**src/design/zbuf_macros.svh**
```systemverilog
// ******************************
// Z buffer sizes
// Word, array, beat and address widths
// ******************************

`ifndef ZBUF_MACROS_SVH
`define ZBUF_MACROS_SVH

// Bits per element
`define ZBUF_WORD_W 16
// Words per array row, also the storage column count
`define ZBUF_ARRAY_W 4
// Words per memory beat, also the storage row count
`define ZBUF_BUF_D 8
`define ZBUF_MEM_DW 128
`define ZBUF_ADDR_W 32

`endif

```
**src/design/zbuf_pkg.sv**
```systemverilog
// ******************************
// Z buffer types
// FSM state, control, flags, tile shape
// ******************************

`include "zbuf_macros.svh"

package zbuf_pkg;

  typedef enum logic [1:0] {
    EMPTY,
    LOADED,
    PUSHED
  } zbuf_state_e;

  typedef struct packed {
    logic [2:0]              y_width;
    logic [3:0]              y_height;
    logic [2:0]              z_width;
    logic [3:0]              z_height;
    logic                    first_load;
    logic [`ZBUF_ADDR_W-1:0] z_base;
    logic [`ZBUF_ADDR_W-1:0] z_stride;
  } tile_cfg_t;

  typedef struct packed {
    logic fill;
    logic y_valid;
    logic y_push_enable;
    logic ready;
  } z_buffer_ctrl_t;

  typedef struct packed {
    logic y_ready;
    logic z_valid;
    logic loaded;
    logic empty;
    logic y_pushed;
  } z_buffer_flgs_t;

  // One store column with its byte strobe
  typedef struct packed {
    logic [`ZBUF_MEM_DW-1:0]   data;
    logic [`ZBUF_MEM_DW/8-1:0] strb;
  } store_beat_t;

endpackage : zbuf_pkg

```
**src/design/zbuf_buffer.sv**
```systemverilog
// ******************************
// Z buffer FSM and counters
// Bias load and push, result fill and store
// ******************************

`timescale 1ns/1ps
`include "zbuf_macros.svh"

module zbuf_buffer
  import zbuf_pkg::*;
(
  input  logic                                       clk_i,
  input  logic                                       rst_ni,
  input  logic                                       clear_i,
  input  tile_cfg_t                                  cfg_i,
  input  z_buffer_ctrl_t                             ctrl_i,
  input  logic [`ZBUF_ARRAY_W-1:0][`ZBUF_WORD_W-1:0] z_row_i,
  input  logic [`ZBUF_MEM_DW-1:0]                    y_col_i,
  output logic [`ZBUF_ARRAY_W-1:0][`ZBUF_WORD_W-1:0] y_row_o,
  output store_beat_t                                store_o,
  output z_buffer_flgs_t                             flags_o
);

  localparam int unsigned ROW_AW = $clog2(`ZBUF_BUF_D);
  localparam int unsigned COL_AW = $clog2(`ZBUF_ARRAY_W);
  localparam int unsigned BYTES  = `ZBUF_WORD_W / 8;

  zbuf_state_e state_q, state_d;

  logic [ROW_AW-1:0] fill_row_q, push_row_q;
  logic [COL_AW-1:0] load_col_q, store_col_q;
  logic [ROW_AW-1:0] fill_last, push_last;
  logic [COL_AW-1:0] load_last, store_last;

  logic load_en, store_en;
  logic y_ready, z_valid;
  logic fill_hit, load_hit, push_hit, store_hit;

  logic [`ZBUF_MEM_DW-1:0]   col_rdata;
  logic [`ZBUF_MEM_DW/8-1:0] z_strb;

  zbuf_scm i_scm (
    .clk_i       ( clk_i       ),
    .rst_ni      ( rst_ni      ),
    .row_we_i    ( ctrl_i.fill ),
    .col_we_i    ( y_ready     ),
    .row_waddr_i ( fill_row_q  ),
    .col_waddr_i ( load_col_q  ),
    .row_wdata_i ( z_row_i     ),
    .col_wdata_i ( y_col_i     ),
    .row_raddr_i ( push_row_q  ),
    .col_raddr_i ( store_col_q ),
    .row_rdata_o ( y_row_o     ),
    .col_rdata_o ( col_rdata   )
  );

  assign fill_last  = ROW_AW'(cfg_i.z_height - 4'd1);
  assign push_last  = ROW_AW'(cfg_i.y_height - 4'd1);
  assign load_last  = COL_AW'(cfg_i.y_width - 3'd1);
  assign store_last = COL_AW'(cfg_i.z_width - 3'd1);

  // A small tile may be stored before its biases are fully pushed,
  // so loading also waits for idle push and fill counters
  assign load_en  = state_q == EMPTY && !ctrl_i.fill && push_row_q == '0 && fill_row_q == '0;
  assign store_en = state_q == PUSHED;
  assign y_ready  = load_en & ctrl_i.y_valid;
  assign z_valid  = store_en & ctrl_i.ready;

  assign fill_hit  = ctrl_i.fill && fill_row_q == fill_last;
  assign load_hit  = y_ready && load_col_q == load_last;
  assign push_hit  = ctrl_i.y_push_enable && push_row_q == push_last;
  assign store_hit = z_valid && store_col_q == store_last;

  always_comb begin
    state_d = state_q;
    case (state_q)
      EMPTY: begin
        if (load_hit) state_d = LOADED;
        // Height-one tile goes straight to the store
        if (fill_hit) state_d = PUSHED;
      end
      LOADED: begin
        if (push_hit && !ctrl_i.fill) state_d = EMPTY;
        if (fill_hit) state_d = PUSHED;
      end
      PUSHED: begin
        if (store_hit) state_d = EMPTY;
      end
      default: state_d = EMPTY;
    endcase
  end

  always_ff @(posedge clk_i or negedge rst_ni) begin
    if (!rst_ni) begin
      state_q     <= EMPTY;
      fill_row_q  <= '0;
      load_col_q  <= '0;
      push_row_q  <= '0;
      store_col_q <= '0;
    end else if (clear_i) begin
      state_q     <= EMPTY;
      fill_row_q  <= '0;
      load_col_q  <= '0;
      push_row_q  <= '0;
      store_col_q <= '0;
    end else begin
      state_q <= state_d;
      if (ctrl_i.fill) fill_row_q <= fill_hit ? '0 : fill_row_q + 1'b1;
      if (y_ready) load_col_q <= load_hit ? '0 : load_col_q + 1'b1;
      if (ctrl_i.y_push_enable) push_row_q <= push_hit ? '0 : push_row_q + 1'b1;
      if (z_valid) store_col_q <= store_hit ? '0 : store_col_q + 1'b1;
    end
  end

  // Strobe covers the valid words of the column
  always_comb begin
    z_strb = '0;
    for (int d = 0; d < `ZBUF_BUF_D; d++) begin
      if (d < int'(cfg_i.z_height)) z_strb[d*BYTES +: BYTES] = '1;
    end
  end

  assign store_o = '{data: col_rdata, strb: z_strb};

  always_comb begin
    flags_o.y_ready  = y_ready;
    flags_o.z_valid  = z_valid;
    flags_o.loaded   = (state_q == EMPTY && load_hit) || state_q == LOADED;
    flags_o.y_pushed = push_hit;
    flags_o.empty    = store_hit ||
                       (state_q == LOADED && push_hit && cfg_i.first_load);
  end

endmodule : zbuf_buffer

```
**src/design/zbuf_load_stage.sv**
```systemverilog
// ******************************
// Z buffer load stage
// One-beat staging of memory reads
// ******************************

`timescale 1ns/1ps
`include "zbuf_macros.svh"

module zbuf_load_stage (
  input  logic                    clk_i,
  input  logic                    rst_ni,
  input  logic                    clear_i,
  input  logic                    mem_rvalid_i,
  input  logic [`ZBUF_MEM_DW-1:0] mem_rdata_i,
  output logic                    mem_rready_o,
  input  logic                    y_ready_i,
  output logic                    y_valid_o,
  output logic [`ZBUF_MEM_DW-1:0] y_data_o
);

  logic                    full_q;
  logic [`ZBUF_MEM_DW-1:0] data_q;
  logic                    take;

  // Accept when empty or when the held beat leaves this cycle
  assign mem_rready_o = ~full_q | (full_q & y_ready_i);
  assign take         = mem_rvalid_i & mem_rready_o;

  always_ff @(posedge clk_i or negedge rst_ni) begin
    if (!rst_ni) begin
      full_q <= 1'b0;
    end else if (clear_i) begin
      full_q <= 1'b0;
    end else if (take) begin
      full_q <= 1'b1;
    end else if (y_ready_i) begin
      full_q <= 1'b0;
    end
  end

  always_ff @(posedge clk_i) begin
    if (take) begin
      data_q <= mem_rdata_i;
    end
  end

  assign y_valid_o = full_q;
  assign y_data_o  = data_q;

endmodule : zbuf_load_stage

```
**src/design/zbuf_scm.sv**
```systemverilog
// ******************************
// Z buffer register array
// Row and column addressable storage
// ******************************

`timescale 1ns/1ps
`include "zbuf_macros.svh"

module zbuf_scm (
  input  logic                                         clk_i,
  input  logic                                         rst_ni,
  input  logic                                         row_we_i,
  input  logic                                         col_we_i,
  input  logic [$clog2(`ZBUF_BUF_D)-1:0]               row_waddr_i,
  input  logic [$clog2(`ZBUF_ARRAY_W)-1:0]             col_waddr_i,
  input  logic [`ZBUF_ARRAY_W-1:0][`ZBUF_WORD_W-1:0]   row_wdata_i,
  input  logic [`ZBUF_MEM_DW-1:0]                      col_wdata_i,
  input  logic [$clog2(`ZBUF_BUF_D)-1:0]               row_raddr_i,
  input  logic [$clog2(`ZBUF_ARRAY_W)-1:0]             col_raddr_i,
  output logic [`ZBUF_ARRAY_W-1:0][`ZBUF_WORD_W-1:0]   row_rdata_o,
  output logic [`ZBUF_MEM_DW-1:0]                      col_rdata_o
);

  localparam int unsigned ROW_AW = $clog2(`ZBUF_BUF_D);
  localparam int unsigned COL_AW = $clog2(`ZBUF_ARRAY_W);

  logic [`ZBUF_BUF_D-1:0][`ZBUF_ARRAY_W-1:0][`ZBUF_WORD_W-1:0] mem_q;

  // Row writes come from the array, column writes from memory beats
  always_ff @(posedge clk_i or negedge rst_ni) begin
    if (!rst_ni) begin
      mem_q <= '0;
    end else begin
      for (int d = 0; d < `ZBUF_BUF_D; d++) begin
        for (int w = 0; w < `ZBUF_ARRAY_W; w++) begin
          if (row_we_i && row_waddr_i == ROW_AW'(d)) begin
            mem_q[d][w] <= row_wdata_i[w];
          end else if (col_we_i && col_waddr_i == COL_AW'(w)) begin
            mem_q[d][w] <= col_wdata_i[d*`ZBUF_WORD_W +: `ZBUF_WORD_W];
          end
        end
      end
    end
  end

  assign row_rdata_o = mem_q[row_raddr_i];

  // Column read gathers one word from every row
  always_comb begin
    for (int d = 0; d < `ZBUF_BUF_D; d++) begin
      col_rdata_o[d*`ZBUF_WORD_W +: `ZBUF_WORD_W] = mem_q[d][col_raddr_i];
    end
  end

endmodule : zbuf_scm

```
**src/design/zbuf_store_stage.sv**
```systemverilog
// ******************************
// Z buffer store stage
// Output register and write address
// ******************************

`timescale 1ns/1ps
`include "zbuf_macros.svh"

module zbuf_store_stage
  import zbuf_pkg::*;
(
  input  logic                      clk_i,
  input  logic                      rst_ni,
  input  logic                      clear_i,
  input  tile_cfg_t                 cfg_i,
  input  logic                      z_valid_i,
  input  store_beat_t               beat_i,
  output logic                      ready_o,
  output logic                      mem_wvalid_o,
  output logic [`ZBUF_ADDR_W-1:0]   mem_waddr_o,
  output logic [`ZBUF_MEM_DW-1:0]   mem_wdata_o,
  output logic [`ZBUF_MEM_DW/8-1:0] mem_wstrb_o,
  input  logic                      mem_wready_i
);

  localparam int unsigned COL_AW = $clog2(`ZBUF_ARRAY_W);

  logic                      wvalid_q;
  logic [COL_AW-1:0]         col_q, col_last;
  logic [`ZBUF_ADDR_W-1:0]   offset_q, waddr_q;
  logic [`ZBUF_MEM_DW-1:0]   wdata_q;
  logic [`ZBUF_MEM_DW/8-1:0] wstrb_q;
  logic                      accept;

  assign ready_o  = ~wvalid_q | mem_wready_i;
  assign accept   = z_valid_i & ready_o;
  assign col_last = COL_AW'(cfg_i.z_width - 3'd1);

  // Offset accumulates index times stride
  always_ff @(posedge clk_i or negedge rst_ni) begin
    if (!rst_ni) begin
      wvalid_q <= 1'b0;
      col_q    <= '0;
      offset_q <= '0;
    end else if (clear_i) begin
      wvalid_q <= 1'b0;
      col_q    <= '0;
      offset_q <= '0;
    end else if (accept) begin
      wvalid_q <= 1'b1;
      col_q    <= (col_q == col_last) ? '0 : col_q + 1'b1;
      offset_q <= (col_q == col_last) ? '0 : offset_q + cfg_i.z_stride;
    end else if (mem_wready_i) begin
      wvalid_q <= 1'b0;
    end
  end

  always_ff @(posedge clk_i) begin
    if (accept) begin
      waddr_q <= cfg_i.z_base + offset_q;
      wdata_q <= beat_i.data;
      wstrb_q <= beat_i.strb;
    end
  end

  assign mem_wvalid_o = wvalid_q;
  assign mem_waddr_o  = waddr_q;
  assign mem_wdata_o  = wdata_q;
  assign mem_wstrb_o  = wstrb_q;

endmodule : zbuf_store_stage

```
**src/design/zbuf_top.sv**
```systemverilog
// ******************************
// Z buffer top level
// Load stage, buffer, store stage
// ******************************

`timescale 1ns/1ps
`include "zbuf_macros.svh"

module zbuf_top
  import zbuf_pkg::*;
(
  input  logic                                       clk_i,
  input  logic                                       rst_ni,
  input  logic                                       clear_i,
  input  tile_cfg_t                                  cfg_i,
  input  logic                                       fill_i,
  input  logic [`ZBUF_ARRAY_W-1:0][`ZBUF_WORD_W-1:0] z_row_i,
  input  logic                                       y_push_i,
  output logic [`ZBUF_ARRAY_W-1:0][`ZBUF_WORD_W-1:0] y_row_o,
  input  logic                                       mem_rvalid_i,
  input  logic [`ZBUF_MEM_DW-1:0]                    mem_rdata_i,
  output logic                                       mem_rready_o,
  output logic                                       mem_wvalid_o,
  output logic [`ZBUF_ADDR_W-1:0]                    mem_waddr_o,
  output logic [`ZBUF_MEM_DW-1:0]                    mem_wdata_o,
  output logic [`ZBUF_MEM_DW/8-1:0]                  mem_wstrb_o,
  input  logic                                       mem_wready_i,
  output logic                                       loaded_o,
  output logic                                       y_pushed_o,
  output logic                                       empty_o
);

  logic                    y_valid, store_ready;
  logic [`ZBUF_MEM_DW-1:0] y_data;
  z_buffer_ctrl_t          ctrl;
  z_buffer_flgs_t          flags;
  store_beat_t             store_beat;

  assign ctrl = '{fill: fill_i, y_valid: y_valid, y_push_enable: y_push_i, ready: store_ready};

  zbuf_load_stage i_load (
    .clk_i        ( clk_i         ),
    .rst_ni       ( rst_ni        ),
    .clear_i      ( clear_i       ),
    .mem_rvalid_i ( mem_rvalid_i  ),
    .mem_rdata_i  ( mem_rdata_i   ),
    .mem_rready_o ( mem_rready_o  ),
    .y_ready_i    ( flags.y_ready ),
    .y_valid_o    ( y_valid       ),
    .y_data_o     ( y_data        )
  );

  zbuf_buffer i_buffer (
    .clk_i   ( clk_i      ),
    .rst_ni  ( rst_ni     ),
    .clear_i ( clear_i    ),
    .cfg_i   ( cfg_i      ),
    .ctrl_i  ( ctrl       ),
    .z_row_i ( z_row_i    ),
    .y_col_i ( y_data     ),
    .y_row_o ( y_row_o    ),
    .store_o ( store_beat ),
    .flags_o ( flags      )
  );

  zbuf_store_stage i_store (
    .clk_i        ( clk_i         ),
    .rst_ni       ( rst_ni        ),
    .clear_i      ( clear_i       ),
    .cfg_i        ( cfg_i         ),
    .z_valid_i    ( flags.z_valid ),
    .beat_i       ( store_beat    ),
    .ready_o      ( store_ready   ),
    .mem_wvalid_o ( mem_wvalid_o  ),
    .mem_waddr_o  ( mem_waddr_o   ),
    .mem_wdata_o  ( mem_wdata_o   ),
    .mem_wstrb_o  ( mem_wstrb_o   ),
    .mem_wready_i ( mem_wready_i  )
  );

  assign loaded_o   = flags.loaded;
  assign y_pushed_o = flags.y_pushed;
  assign empty_o    = flags.empty;

endmodule : zbuf_top

```
**config.mk**
```make
export PLATFORM = sky130hd
export DESIGN_NAME = zbuf_top
export DESIGN_NICKNAME = d
export VERILOG_FILES = /design/src/design/zbuf_pkg.sv /design/src/design/zbuf_buffer.sv /design/src/design/zbuf_load_stage.sv /design/src/design/zbuf_scm.sv /design/src/design/zbuf_store_stage.sv /design/src/design/zbuf_top.sv
export VERILOG_INCLUDE_DIRS = /design/src /design/src/design
export SDC_FILE = /design/constraint.sdc
export NUM_CORES = 2
export LEC_CHECK = 0
export ABC_CLOCK_PERIOD_IN_PS = 15200
export BUFFER_PORTS_ARGS = -buffer_cell sky130_fd_sc_hd__buf_2
export CORE_MARGIN = 2
export CORE_UTILIZATION = 64
export DETAILED_ROUTE_END_ITERATION = 8
export PLACE_DENSITY = 0.86
export REMOVE_ABC_BUFFERS = 1
export SETUP_SLACK_MARGIN = 0.4
export SLEW_MARGIN = 20
export SYNTH_ARGS = -nofsm -noshare
export SYNTH_HDL_FRONTEND = slang
export SYNTH_HIERARCHICAL = 1
export SYNTH_SLANG_ARGS = --single-unit
```
**constraint.sdc**
```tcl
create_clock -name clk_i -period 15.2 [get_ports clk_i]
set_input_delay 0.76 -clock clk_i [delete_from_list [all_inputs] [get_ports clk_i]]
set_output_delay 0.76 -clock clk_i [all_outputs]
set_load 0.02 [all_outputs]
```
== Word-level counts from Yosys, hierarchy flattened ==
Index checks and enable logic that the tools add are counted.

* Flip-flop bits (word level): 864
* Output and inout bits: 245
* Bits of input ports: 278

* Magnitude comparators: 10
* Bitwise gates (word level): 9
* Add/sub/neg operators: 11
* Multiplexer cells: 121
* Reduce and logical (&&, ||, !) cells: 70
* Eq/ne operators: 20

{| class="wikitable"
|+ Operators by type and width
! operator !! number
|-
| 16-bit two-way mux || 72
|-
| 16-bit binary-select mux with 2-bit select || 8
|-
| 64-bit binary-select mux with 3-bit select || 1
|-
| 32-bit two-way mux || 3
|-
| 2-bit nonzero test || 37
|-
| 32-bit adder || 2
|-
| 64-bit two-way mux || 1
|-
| 2-bit two-way mux || 23
|-
| 1-bit logical AND || 23
|-
| 3-bit two-way mux || 6
|-
| 3-bit by 4-bit < comparator with 1-bit output (first input constant) || 4
|-
| 3-bit equality test (second input constant) || 4
|-
| 1-bit by 4-bit < comparator with 1-bit output (first input constant) || 2
|-
| 2-bit by 4-bit < comparator with 1-bit output (first input constant) || 2
|-
| 4-bit by 2-bit != test with 1-bit output (second input constant) || 2
|-
| 2-bit by 1-bit adder with 2-bit output (second input constant) || 3
|-
| 3-bit by 1-bit adder with 3-bit output (second input constant) || 2
|-
| 2-bit equality test || 3
|-
| 2-bit equality test (second input constant) || 3
|-
| 3-bit by 2-bit equality test with 1-bit output (second input constant) || 2
|-
| 3-bit equality test || 2
|-
| 3-bit zero test || 2
|-
| 1-bit two-way mux || 6
|-
| 2-bit case mux with 3 select lines || 1
|-
| other kinds (15) || 27
|}

== Logic depth before layout (Yosys ltp) ==
* Depth in word-level cells: 10
* Mapped depth: 12
* Mapped depth without buffers: 12

== Cells and area by module ==
Netlist, hierarchy kept.

{| class="wikitable"
|+ By module, submodules not included
! module !! seq. area each (um2) !! instances !! cells an instance !! area an instance (um2)
|-
| zbuf_scm || 12812.3 || 1 || 3247 || 29849.9
|-
| zbuf_store_stage || 6160.9 || 1 || 756 || 9883.2
|-
| zbuf_load_stage || 3868.7 || 1 || 133 || 3903.7
|-
| zbuf_buffer || 300.3 || 1 || 119 || 1053.5
|}

== Least setup slack after synthesis ==
Ideal clock, no wire load.

* Path kind: input to register
* From: input mem_wready_i
* To: register i_store.offset_q[23]
* Stages on the path: 10
* Library setup time: 0.134 ns
* Path slack: 9.334 ns
* Required time: 15.066 ns
* Arrival time: 5.732 ns
* Cell sequence: nand2b_1 > nand3b_1 > inv_1 > buf_4 > nand2_1 > inv_1 > nor2_1 > clkbuf_1 > nand2_1 > o21ai_0

* Longest elaborated chain between the ends: 4

{| class="wikitable"
|+ Ends and longest elaborated chain
! item !! line !! source
|-
| from (decl) || zbuf_top.sv:27 || <nowiki>input logic mem_wready_i,</nowiki>
|-
| 1-bit bitwise OR || zbuf_store_stage.sv:35 || <nowiki>assign ready_o = ~wvalid_q | mem_wready_i;</nowiki>
|-
| 1-bit AND || zbuf_buffer.sv:67 || <nowiki>assign z_valid = store_en & ctrl_i.ready;</nowiki>
|-
| named net i_buffer.z_valid || zbuf_buffer.sv:36 || <nowiki>logic y_ready, z_valid;</nowiki>
|-
| 1-bit AND || zbuf_store_stage.sv:36 || <nowiki>assign accept = z_valid_i & ready_o;</nowiki>
|-
| named net i_store.accept || zbuf_store_stage.sv:33 || <nowiki>logic accept;</nowiki>
|-
| 2-bit nonzero test (no source line) || - ||
|-
| to (signal assigned) || zbuf_store_stage.sv:52 || <nowiki>offset_q <= (col_q == col_last) ? '0 : offset_q + cfg_i.z_stride;</nowiki>
|-
| to (decl) || zbuf_store_stage.sv:30 || <nowiki>logic [`ZBUF_ADDR_W-1:0] offset_q, waddr_q;</nowiki>
|}

The timed path passes the listed nets, and every way through them passes these cells.
A chain may end at the register's enable or synchronous reset.

==> flow_metrics.env <==
export IMPL_clk_latency_ns=0.66
export IMPL_yosysMostFrequentCell="nand2_1"
export IMPL_synth_main_ff_cell="dfrtp_1"
export IMPL_via_per_inst=6.97
export IMPL_drt_initial_drc_count=7026
export IMPL_portBuffers=519
export IMPL_yosysWarnings=6
export IMPL_power_switching_mw=2.26
export IMPL_timing_slew_headroom_pct=19.5
export IMPL_fin_util_pct=73.4
export IMPL_dr_pass1_iters=7
export IMPL_crit_start="i_buffer/push_row_q[0]"
export IMPL_syn2layout_area_growth_pct=13.0
export IMPL_leakagePower_nw=21.0
export IMPL_async_flop_share_pct=64.8
export IMPL_core_um2=68800
export IMPL_drive_above_1_share_pct=23.2
export IMPL_synth_avg_cell_area_um2=10.5
export IMPL_synth_top_area_share_pct=31.4
export IMPL_antenna_found_initial=39
export IMPL_p_int_mw=5.08
export IMPL_min_period_over_period_pct=30.8
export IMPL_htree_levels=3
export IMPL_worstReg2RegStart="i_buffer/push_row_q[0]"
export IMPL_yosysUniqueCellTypes=82
export IMPL_synth_commonest_cells="nand2_1, dfrtp_1, nor2_1"
export IMPL_gp_congestion=0.937
export IMPL_post_cts_resized=0
export IMPL_maxCapViolations=0
export IMPL_fin_crit_ns=4.68
export IMPL_setup_tns_final_ns=0
export IMPL_antenna_left=0
export IMPL_grt_pass1_vias=38500
export IMPL_synth_seq_cells=864
export IMPL_p_sw_share_pct=30.8
export IMPL_synth_seq_area_share_pct=51.8
export IMPL_grt_max_degree=174
export IMPL_die_y_um=268
export IMPL_drt_wirelength_per_cell_um=26.3
export IMPL_yosysTopAreaCell="dfrtp_1"
export IMPL_crit_type="flop to output port"
export IMPL_grt_overflow_total=0
export IMPL_r2r_slack_ns=10.68
export IMPL_irDropWorstVdd_mv=0.120
export IMPL_die_area_um2=72000
export IMPL_initial_core_util_pct=64.9
export IMPL_post_route_drc_count=0
export IMPL_combPwrFrac_pct=22.0
export IMPL_setup_viol=0
export IMPL_synthCells=4255
export IMPL_routed_wl_um=146000
export IMPL_ff_latch_area_um2=23200
export IMPL_vias=38800
export IMPL_synth_area_leaders="dfrtp_1, edfxtp_1, mux4_2"
export IMPL_rsz0062_at_grt="no"
export IMPL_row_count=96
export IMPL_track_usage_pct=40.3
export IMPL_hold_path_class="input port to async pin"
export IMPL_crit_path_end_kind="output port"
export IMPL_critPathArrivalTime_ns=3.92
export IMPL_root_buffer="clkbuf_16"
export IMPL_final_nets=4881
export IMPL_clkSinkCount=864
export IMPL_dp_hpwl_um=87600
export IMPL_clock_path_buffers=3
export IMPL_cts_setup_buffers=0
export IMPL_clkPwrFrac_pct=31.4
export IMPL_multi_input_area_um2=19900
export IMPL_powerDensity_nw_per_um2=145
export IMPL_cp_max_fo=42
export IMPL_fmax_ghz=0.214
export IMPL_status="complete, no violations"
export IMPL_synth_edf_count=304
export IMPL_syn_area_um2=44700
export IMPL_grt_pass1_wl_um=218000
export IMPL_hold_viol_final=0
export IMPL_skew_ns=0.0532
export IMPL_start_kind="flop"
export IMPL_critPathRequiredTime_ns=14.44
export IMPL_ios=523
export IMPL_nFillCells=4411
export IMPL_numCtsBuffers=89
export IMPL_slew_violations=0
export IMPL_p_seq_share_pct=46.6
export IMPL_clk_pin_slew_ns=0.06
export IMPL_ctsHoldBuffers=0
export IMPL_die_w_um=268
export IMPL_cts_tree="yes"
export IMPL_tightestPinTransition_ns=1.21
==> final timing paths <==
check                                       endpoint  depth (start not counted)
max                                      y_row_o[38]                          5
min                        i_buffer/i_scm/mem_q[316]                          1
max reg2reg                i_buffer/i_scm/mem_q[128]                         10
min reg2reg                     i_store/offset_q[18]                          2
max in group asynchronous  i_buffer/i_scm/mem_q[374]                          3
min in group clk_i               i_load/y_data_o[60]                          1
==> cells in the final DEF (no fill, tap or decap), types with 7 or more instances in the layout <==
cell type and n:
nor2_1 547, mux4_2 256, inv_1 29, o21ai_0 62
a21o_1 30, a211oi_1 10, and3_1 9, edfxtp_1 304
o21a_1 7, clkbuf_16 93, nor2b_1 12, xor2_1 36
diode_2 25, nor3_1 7, o21bai_1 10, buf_4 43
buf_2 518, bufinv_16 9, clkinv_2 14, a31oi_1 520
clkbuf_1 26, nand3_1 17, nand2b_1 16, a21oi_1 64
nand4_1 10, ha_1 70, mux2_2 64, nand2_1 1100
dfrtp_1 555, xnor2_1 33, clkbuf_8 10
==> critical path: stages (launching register included) <==
cell and delay (ns):
dfrtp_4 0.78, buf_4 0.56, buf_4 0.79, mux4_2 0.62, mux2_2 0.34, buf_2 0.18
==> state kept, by name (all words and copies together) (netlist names) <==
name and flops:
i_buffer/state_q 2, i_store/mem_waddr_o 32, i_store/col_q 2, i_load/y_data_o 128
i_buffer/fill_row_q 3, i_buffer/load_col_q 2, i_load/y_valid_o 1, i_buffer/store_col_q 2
i_store/mem_wvalid_o 1, i_buffer/push_row_q 3, i_store/mem_wstrb_o 16, i_buffer/i_scm/mem_q 512
i_store/mem_wdata_o 128, i_store/offset_q 32
==> through the flow <==
stage	area (um^2)	power, mW	cells	hold WS [ns]	setup slack [ns]
4_1_cts	50400	7.27	5538	0.109	10.46
3_3_place_gp	47300	4.86	5370	0.497	10.94
3_5_place_dp	47300	4.97	5370	0.511	10.82
2_1_floorplan	43100	4.39	3874	0.464	3.96
6_report	50500	7.33	5564	0.100	10.52
5_1_grt	50500	7.57	5558	0.144	10.26
==> power groups by stage <==
stage,sequential (mW),combinational [mW],clock (mW)
2_1_floorplan,3.29,1.11,0
3_3_place_gp,3.39,1.48,0
3_5_place_dp,3.41,1.56,0
4_1_cts,3.38,1.58,2.31
5_1_grt,3.46,1.71,2.40
6_report,3.42,1.61,2.30
==> metal layers <==
metal / up-vias / track usage (%) / share of wire (%)
li1: 15800 / - / -
met1: 18300 / 50.0 / 32
met2: 3773 / 61.0 / 46
met3: 870 / 12.0 / 15
met4: 26 / 28.6 / 7.0
met5: - / 0 / 0.12
==> final cells by class <==
class                           instances  area share, %
Antenna cell                           25          0.124
Clock buffer                          129           5.08
Clock inverter                         39           1.05
Inverter                               31          0.245
Multi-Input combinational cell       2979           39.4
Sequential cell                       864           45.9
Tap cell                              931           2.31
Timing Repair Buffer                  566           5.94
==> cells by family after synthesis <==
kind of cell	share of synthesized area (%)
simple gates	15.6
fa+ha+maj	2.05
compound gates	10.5
xor+xnor	1.45
mux	14.6
flops	51.8
buf+inv	3.92
No activity file was read; power rests on OpenSTA's default activity.
